<file path="src/scannerPkg.sv">
package scannerPkg;

	// Fill level fits levels up to 15
	localparam int FillWidth = 4;

	typedef enum logic [1:0] {
		IDLE     = 2'd0, // Waiting for a start code
		ACTIVE   = 2'd1, // Filling and reporting thresholds
		STANDBY  = 2'd2, // Full, output driver not ready yet
		TRANSFER = 2'd3  // Sending or dropping the data
	} scanState_t;

	// Frame opcodes as seen by the output driver
	typedef enum logic [7:0] {
		cmdReadyToTransfer = 8'd2, // Sent at FullLevel-2
		cmdStartScanning   = 8'd3, // Sent at FullLevel-1
		cmdBufferFull      = 8'd4, // Sent at FullLevel
		cmdDataTransfer    = 8'd7  // Followed by the level byte
	} linkOp_t;

	// Codes from the peer node
	typedef enum logic [1:0] {
		peerNone  = 2'd0,
		peerStart = 2'd1, // Begin a new fill
		peerHalf  = 2'd2  // Other buffer at half
	} peerCode_t;

endpackage

</file>
<file path="src/frameLinkIf.sv">
`timescale 1ns/1ps

interface frameLinkIf import scannerPkg::*; ();

	logic start; // One-cycle request, only while busy is low
	linkOp_t op; // Captured with start
	logic withData; // Append dataByte after the opcode
	logic [7:0] dataByte;
	logic busy; // High from the cycle after start until done
	logic done; // Last cycle of the frame

	modport ctrl (
		output start, op, withData, dataByte,
		input busy, done
	);

	modport tx (
		input start, op, withData, dataByte,
		output busy, done
	);

endinterface

</file>
<file path="src/fillCounter.sv">
`timescale 1ns/1ps

module fillCounter import scannerPkg::*; #(
	parameter int SlowDiv = 8,
	parameter int FullLevel = 9
) (
	input logic clk,
	input logic rst,
	input logic tickEnable,
	input logic clear,
	output logic [FillWidth-1:0] level
);

	localparam int DivWidth = (SlowDiv > 1) ? $clog2(SlowDiv) : 1;
	localparam logic [DivWidth-1:0] DivLast = DivWidth'(SlowDiv - 1);
	localparam logic [FillWidth-1:0] LevelFull = FillWidth'(FullLevel);

	logic [DivWidth-1:0] divCount; // Enabled cycles since the last fill tick
	logic slowTick; // Stands in for the slow clock edge
	logic atFull;

	assign slowTick = tickEnable && (divCount == DivLast);
	assign atFull = (level == LevelFull);

	// Divider only advances while filling is allowed
	always_ff @(posedge clk) begin
		if (rst || clear) begin
			divCount <= '0;
		end else if (tickEnable) begin
			if (slowTick) begin
				divCount <= '0;
			end else begin
				divCount <= divCount + 1'b1;
			end
		end
	end

	// Saturating fill level
	always_ff @(posedge clk) begin
		if (rst || clear) begin
			level <= '0;
		end else if (slowTick && !atFull) begin
			level <= level + 1'b1;
		end
	end

endmodule

</file>
<file path="src/frameTransmitter.sv">
`timescale 1ns/1ps

module frameTransmitter import scannerPkg::*; (
	input logic clk,
	input logic rst,
	frameLinkIf.tx link,
	output logic serialClk,
	output logic serialData
);

	logic [15:0] shiftReg; // Opcode in the upper byte, MSB out first
	logic [3:0] bitCount; // Bit currently on serialData
	logic [3:0] lastBit; // 7 or 15
	logic phase; // Low half, then high half of a bit

	always_ff @(posedge clk) begin
		if (rst) begin
			link.busy <= 1'b0;
			link.done <= 1'b0;
			serialClk <= 1'b0;
			serialData <= 1'b0;
			bitCount <= '0;
			phase <= 1'b0;
		end else begin
			link.done <= 1'b0;
			if (!link.busy) begin
				if (link.start) begin
					link.busy <= 1'b1;
					bitCount <= '0;
					phase <= 1'b0;
					serialClk <= 1'b0;
					serialData <= link.op[7]; // First bit during the low half
				end
			end else if (!phase) begin
				serialClk <= 1'b1; // Receiver samples here
				phase <= 1'b1;
				if (bitCount == lastBit) begin
					link.done <= 1'b1; // Lines up with the final high half
				end
			end else begin
				serialClk <= 1'b0;
				phase <= 1'b0;
				if (bitCount == lastBit) begin
					link.busy <= 1'b0;
					serialData <= 1'b0;
				end else begin
					bitCount <= bitCount + 1'b1;
					serialData <= shiftReg[14];
				end
			end
		end
	end

	// Payload side, loaded on start and shifted after each full bit
	always_ff @(posedge clk) begin
		if (!link.busy && link.start) begin
			shiftReg <= {link.op, link.dataByte};
			lastBit <= link.withData ? 4'd15 : 4'd7;
		end else if (link.busy && phase) begin
			shiftReg <= {shiftReg[14:0], 1'b0};
		end
	end

endmodule

</file>
<file path="src/scanControl.sv">
`timescale 1ns/1ps

module scanControl import scannerPkg::*; #(
	parameter int FullLevel = 9
) (
	input logic clk,
	input logic rst,
	input peerCode_t peerCode,
	input logic readyForTransfer,
	input logic [FillWidth-1:0] level,
	output logic tickEnable,
	output logic clear,
	output scanState_t state,
	frameLinkIf.ctrl link
);

	localparam logic [FillWidth-1:0] ReadyLevel = FillWidth'(FullLevel - 2);
	localparam logic [FillWidth-1:0] StartLevel = FillWidth'(FullLevel - 1);
	localparam logic [FillWidth-1:0] FullMark = FillWidth'(FullLevel);

	scanState_t nextState;

	// One flag per command so each goes out once per fill
	logic sentReady;
	logic sentStart;
	logic sentFull;
	logic dataIssued; // Data frame requested in this TRANSFER

	logic linkIdle;
	logic needReady;
	logic needStart;
	logic needFull;

	logic issueFrame;
	linkOp_t issueOp;
	logic issueData;

	// A start already in flight counts as busy
	assign linkIdle = !link.busy && !link.start;

	assign needReady = (level == ReadyLevel) && !sentReady;
	assign needStart = (level == StartLevel) && !sentStart;
	assign needFull = (level == FullMark) && !sentFull;

	// Hold the fill while a frame is pending or on the wire
	assign tickEnable = (state == ACTIVE) && linkIdle &&
		!needReady && !needStart && !needFull && !sentFull;

	always_comb begin
		nextState = state;
		issueFrame = 1'b0;
		issueOp = cmdReadyToTransfer;
		issueData = 1'b0;
		clear = 1'b0;
		case (state)
			IDLE: begin
				if (peerCode == peerStart) begin
					nextState = ACTIVE;
				end
			end
			ACTIVE: begin
				if (linkIdle && needReady) begin
					issueFrame = 1'b1;
					issueOp = cmdReadyToTransfer;
				end else if (linkIdle && needStart) begin
					issueFrame = 1'b1;
					issueOp = cmdStartScanning;
				end else if (linkIdle && needFull) begin
					issueFrame = 1'b1;
					issueOp = cmdBufferFull;
				end
				// Decide on the last cycle of the full frame
				if (sentFull && link.done) begin
					nextState = readyForTransfer ? TRANSFER : STANDBY;
				end
			end
			STANDBY: begin
				if (readyForTransfer || (peerCode == peerHalf)) begin
					nextState = TRANSFER;
				end
			end
			TRANSFER: begin
				if (!dataIssued) begin
					if (peerCode == peerHalf) begin
						clear = 1'b1; // Peer wins, drop the data
						nextState = IDLE;
					end else if (linkIdle) begin
						issueFrame = 1'b1;
						issueOp = cmdDataTransfer;
						issueData = 1'b1;
					end
				end else if (link.done) begin
					clear = 1'b1; // Buffer handed over
					nextState = IDLE;
				end
			end
			default: begin
				nextState = IDLE;
			end
		endcase
	end

	always_ff @(posedge clk) begin
		if (rst) begin
			state <= IDLE;
			sentReady <= 1'b0;
			sentStart <= 1'b0;
			sentFull <= 1'b0;
			dataIssued <= 1'b0;
			link.start <= 1'b0;
		end else begin
			state <= nextState;
			link.start <= issueFrame;
			if (state == IDLE) begin
				// Fresh fill
				sentReady <= 1'b0;
				sentStart <= 1'b0;
				sentFull <= 1'b0;
				dataIssued <= 1'b0;
			end else if (issueFrame) begin
				case (issueOp)
					cmdReadyToTransfer: sentReady <= 1'b1;
					cmdStartScanning: sentStart <= 1'b1;
					cmdBufferFull: sentFull <= 1'b1;
					cmdDataTransfer: dataIssued <= 1'b1;
					default: dataIssued <= dataIssued;
				endcase
			end
		end
	end

	// Frame contents, valid with start
	always_ff @(posedge clk) begin
		if (issueFrame) begin
			link.op <= issueOp;
			link.withData <= issueData;
			link.dataByte <= 8'(level);
		end
	end

endmodule

</file>
<file path="src/scannerTop.sv">
`timescale 1ns/1ps

module scannerTop import scannerPkg::*; #(
	parameter int SlowDiv = 8,
	parameter int FullLevel = 9
) (
	input logic clk,
	input logic rst,
	input peerCode_t peerCode,
	input logic readyForTransfer,
	output logic serialClk,
	output logic serialData,
	output scanState_t state
);

	logic tickEnable;
	logic clear;
	logic [FillWidth-1:0] level;

	frameLinkIf linkBus ();

	fillCounter #(
		.SlowDiv(SlowDiv),
		.FullLevel(FullLevel)
	) fillCounter_inst (
		.clk(clk),
		.rst(rst),
		.tickEnable(tickEnable),
		.clear(clear),
		.level(level)
	);

	scanControl #(
		.FullLevel(FullLevel)
	) scanControl_inst (
		.clk(clk),
		.rst(rst),
		.peerCode(peerCode),
		.readyForTransfer(readyForTransfer),
		.level(level),
		.tickEnable(tickEnable),
		.clear(clear),
		.state(state),
		.link(linkBus.ctrl)
	);

	frameTransmitter frameTransmitter_inst (
		.clk(clk),
		.rst(rst),
		.link(linkBus.tx),
		.serialClk(serialClk),
		.serialData(serialData)
	);

endmodule

</file>
<file path="config.mk">
export PLATFORM = sky130hd
export DESIGN_NAME = scannerTop
export DESIGN_NICKNAME = d
export VERILOG_FILES = /design/src/scannerPkg.sv /design/src/frameLinkIf.sv /design/src/fillCounter.sv /design/src/frameTransmitter.sv /design/src/scanControl.sv /design/src/scannerTop.sv
export SDC_FILE = /design/constraint.sdc
export NUM_CORES = 1
export LEC_CHECK = 0
export BUFFER_PORTS_ARGS = -buffer_cell sky130_fd_sc_hd__buf_2
export CORE_AREA = 4 4 78 80
export CTS_BUF_LIST = sky130_fd_sc_hd__clkbuf_8 sky130_fd_sc_hd__clkbuf_16
export DETAILED_ROUTE_END_ITERATION = 8
export DIE_AREA = 0 0 82 84
export PLACE_DENSITY_LB_ADDON = 0.2
export SYNTH_ARGS = -nofsm -noshare
export SYNTH_HDL_FRONTEND = slang
export SYNTH_SLANG_ARGS = --single-unit
</file>
<file path="constraint.sdc">
create_clock -name clk -period 1.6 [get_ports clk]
set_input_delay 0.16 -clock clk [delete_from_list [all_inputs] [get_ports clk]]
set_output_delay 0.16 -clock clk [all_outputs]
set_load 0.03 [all_outputs]
</file>
==> results.toml <==
[outcome]
status = "finished with violations"
violations = "negative setup slack"

[layout]
fin_nets = 248
postLayoutCellArea_um2 = 2760
drive_above_1_share_pct = 35.9
antenna_cells = 0
layout.cells.non_filler = 306
areaGrowthSynthToFinish_pct = 30.2
num-fill-cells = 481

[floorplan]
ios = 9
die-area_um2 = 6890
die_width_um = 82
coreArea_um2 = 5410
fp.dieH_um = 84
start_util_pct = 39.3
row_count = 27

[timing]
finClkSkew_ns = 0.00482
setup_viol = 13
slew_violations = 0
rsz0062_at_grt = "yes"
tightest_slew_ns = 0.525
fmax_mhz = 604
slew_headroom_pct = 64.9
hold_violations = 0
worst_hold_slack_ns = 0.154
layout_setup_ws_ns = -0.0556
fin_crit_ns = 1.66
post-route-period-util_pct = 103

[drt]
viasPerCell = 5.10
dr.pass1.iters = 4
drcViolationCount = 0
ant_nets = 0
finalWirelength_mm = 4.21
wl_per_cell_um = 13.8
drt_iter0_markers = 65
num_vias = 1562

[power_and_ir_drop]
p_per_area_nw_per_um2 = 1110
p_leak_nw = 1.02
peakVddDrop_uv = 753

[logic_synthesis]
yosys.area_share.adder_pct = 5.90
postSynthCellCount = 188
ys_seq_area_share_pct = 54.7
syn_avg_cell_area_um2 = 11.3
synth_compound_area_share_pct = 12.9
synth_top_area_cell = "edfxtp_1"
synth.area.top_cells = "edfxtp_1 34%, dfxtp_1 21%, ha_1 5.9%"
yosysWarnings = 0
synth_flop_cell = "edfxtp_1"
syn_nets = 203
synth_edf_count = 24
synth.top_cell.area_share_pct = 34.0
synth_xor_xnor_area_share_pct = 1.24
netlist_area_um2 = 2120
synth.most_common_cell = "edfxtp_1"
ys_ff_latch = 46
ys_types = 42
synth_common_cells = "24 x edfxtp_1, 22 x dfxtp_1, 15 x nand2_1, 11 x inv_1"
synth_mux_area_share_pct = 5.07
async_flop_share_pct = 0
synth_top_family_by_area = "simple AND/OR/NAND/NOR gates"
synth-simple-area-share_pct = 16.5

[setup_path]
crit_family = "simple AND/OR/NAND/NOR gates"
worst_ep_arrival_time_ns = 1.89
ff2ff_setup_slack_ns = -0.06
critPathMaxStageDelay_ns = 0.50
crit_fanout = 7
cp-start-kind = "flop"
cp_data_required_time_ns = 1.83
worstSetupPathType = "reg -> reg"
cp_num_buf_inv = 1
end_kind = "flop"
cp_cell_sequence = "inv_4, ha_4, nor3b_4, o311ai_4, or4_1, a21oi_1"
slowest_stage = "or4_1"

[clock_tree]
cts.sinks = 46
cts_tree = "done"
numCtsBuffers = 5
ctsHoldBuffers = 0
ctsRootBufferMaster = "clkbuf_8"
clk_latency_ns = 0.30
clkTransAtPathRegs_ns = 0.08
htree_levels = 2
cts.path.max_buffers = 2

[placement]
pre_cts_slack_ns = -0.233
port_buffers = 8
dp.cells = 286
dpl.hpwl_mm = 2.93
dpl_cell_area_um2 = 2440
gp_congestion = 0.773

[min_path]
min_path_type = "in -> reg"

[global_route]
grt_pass1_vias = 1552
track_usage_pct = 13.1
grt_max_degree = 16
grt-ovfl-total = 0
grt_antenna_before_repair = 0
grt_pass1_wl_mm = 7.05

[run]
cap_violations = 0
[placed cells by master, fill, tap and decap left out, types with 3 or more instances in the layout]
cell / netlist / routed
nor2_1: 9 / 8
nor2b_1: 10 / 10
nand2_1: 15 / 13
buf_4: 0 / 32
or4_1: 4 / 3
dfxtp_1: 22 / 18
xnor2_1: 3 / 3
clkbuf_8: 0 / 5
edfxtp_1: 24 / 24
o21ai_0: 7 / 5
a21oi_1: 10 / 8
ha_2: 0 / 4
ha_1: 10 / 4
nor3_1: 6 / 5
mux2i_1: 4 / 4
mux2_2: 6 / 6
o21a_1: 5 / 5
inv_1: 11 / 10
nand2b_1: 4 / 3
buf_2: 0 / 8
[routing by layer]
metal	routed length, um	global-route usage [%]
met1	1990	16.9
met2	2050	20.3
met3	131	4.64
met4	35	4.08
met5	0	0
[cells by family (layout without fill, tap and decap cells)]
kind of cell	Yosys count	in the layout
buffers and inverters	17	62
muxes	10	10
DFF	46	46
and+or+nand+nor	62	62
AOI/OAI and AO/OA	40	41
xor gates and xnor gates	3	3
adders and majority gates	10	10
[final timing paths]
path / start / to / cells past startpoint
worst max register to register: scanControl_inst.state[1] / fillCounter_inst.level[3] / 6
worst min-delay path: rst / scanControl_inst.state[0] / 2
worst min register to register: scanControl_inst.link.withData / frameTransmitter_inst.lastBit[3] / 0
worst max-delay path: scanControl_inst.state[1] / fillCounter_inst.level[3] / 6
[metrics by stage]
step | TNS (ns) | total power [mW] | utilization, %
2_1_floorplan | -0.165 | 1.85 | -
3_3_place_gp | -1.87 | 2.00 | 45.2
3_5_place_dp | -3.37 | 2.04 | 45.2
4_1_cts | -0.562 | 3.00 | 49.4
5_1_grt | -2.22 | 3.23 | 51.1
6_report | -0.618 | 3.06 | 51.1
[layout make-up]
cell class	instances	area [um2]	area share [%]
clock buffers	5	68.8	2.49
clock inverters	3	41.3	1.49
inverters	11	43.8	1.58
multi-input cells	126	1020	36.8
flip-flops and latches	46	1170	42.4
well taps	72	90.1	3.26
repair buffers	43	332	12.0
[what timing repair did]
item | in CTS | in global routing
hold endpoints to repair | 0 | 0
buffers inserted | 4 | 7
endpoints found under the setup margin | 19 | 38
gates resized for setup | 15 | 13
cloned | 1 | 0
pin swaps | 6 | 9
[worst reg2reg max path: stages, from the launching register on]
cell	delay, ns
dfxtp_4	0.36
inv_4	0.05
ha_4	0.12
nor3b_4	0.23
o311ai_4	0.18
or4_1	0.51
a21oi_1	0.15
[power by group]
| group | switching, mW | internal [mW] | total (mW) |
|---|---|---|---|
| sequential | 0.0456 | 1.32 | 1.37 |
| clock | 0.387 | 0.460 | 0.846 |
| combinational | 0.445 | 0.396 | 0.842 |
| total | 0.878 | 2.18 | 3.06 |
[state kept, by name, summed over array words and instances (netlist names)]
register / count
scanControl_inst.link.op: 3
frameTransmitter_inst.link.busy: 1
fillCounter_inst.level: 4
frameTransmitter_inst.bitCount: 4
scanControl_inst.sentFull: 1
scanControl_inst.link.start: 1
fillCounter_inst.divCount: 3
scanControl_inst.state: 2
scanControl_inst.sentStart: 1
scanControl_inst.dataIssued: 1
scanControl_inst.link.withData: 1
frameTransmitter_inst.shiftReg: 15
frameTransmitter_inst.serialClk: 1
frameTransmitter_inst.link.done: 1
scanControl_inst.sentReady: 1
scanControl_inst.link.dataByte: 4
frameTransmitter_inst.lastBit: 1
frameTransmitter_inst.serialData: 1
Note: power is estimated with default switching activity, not from simulation.
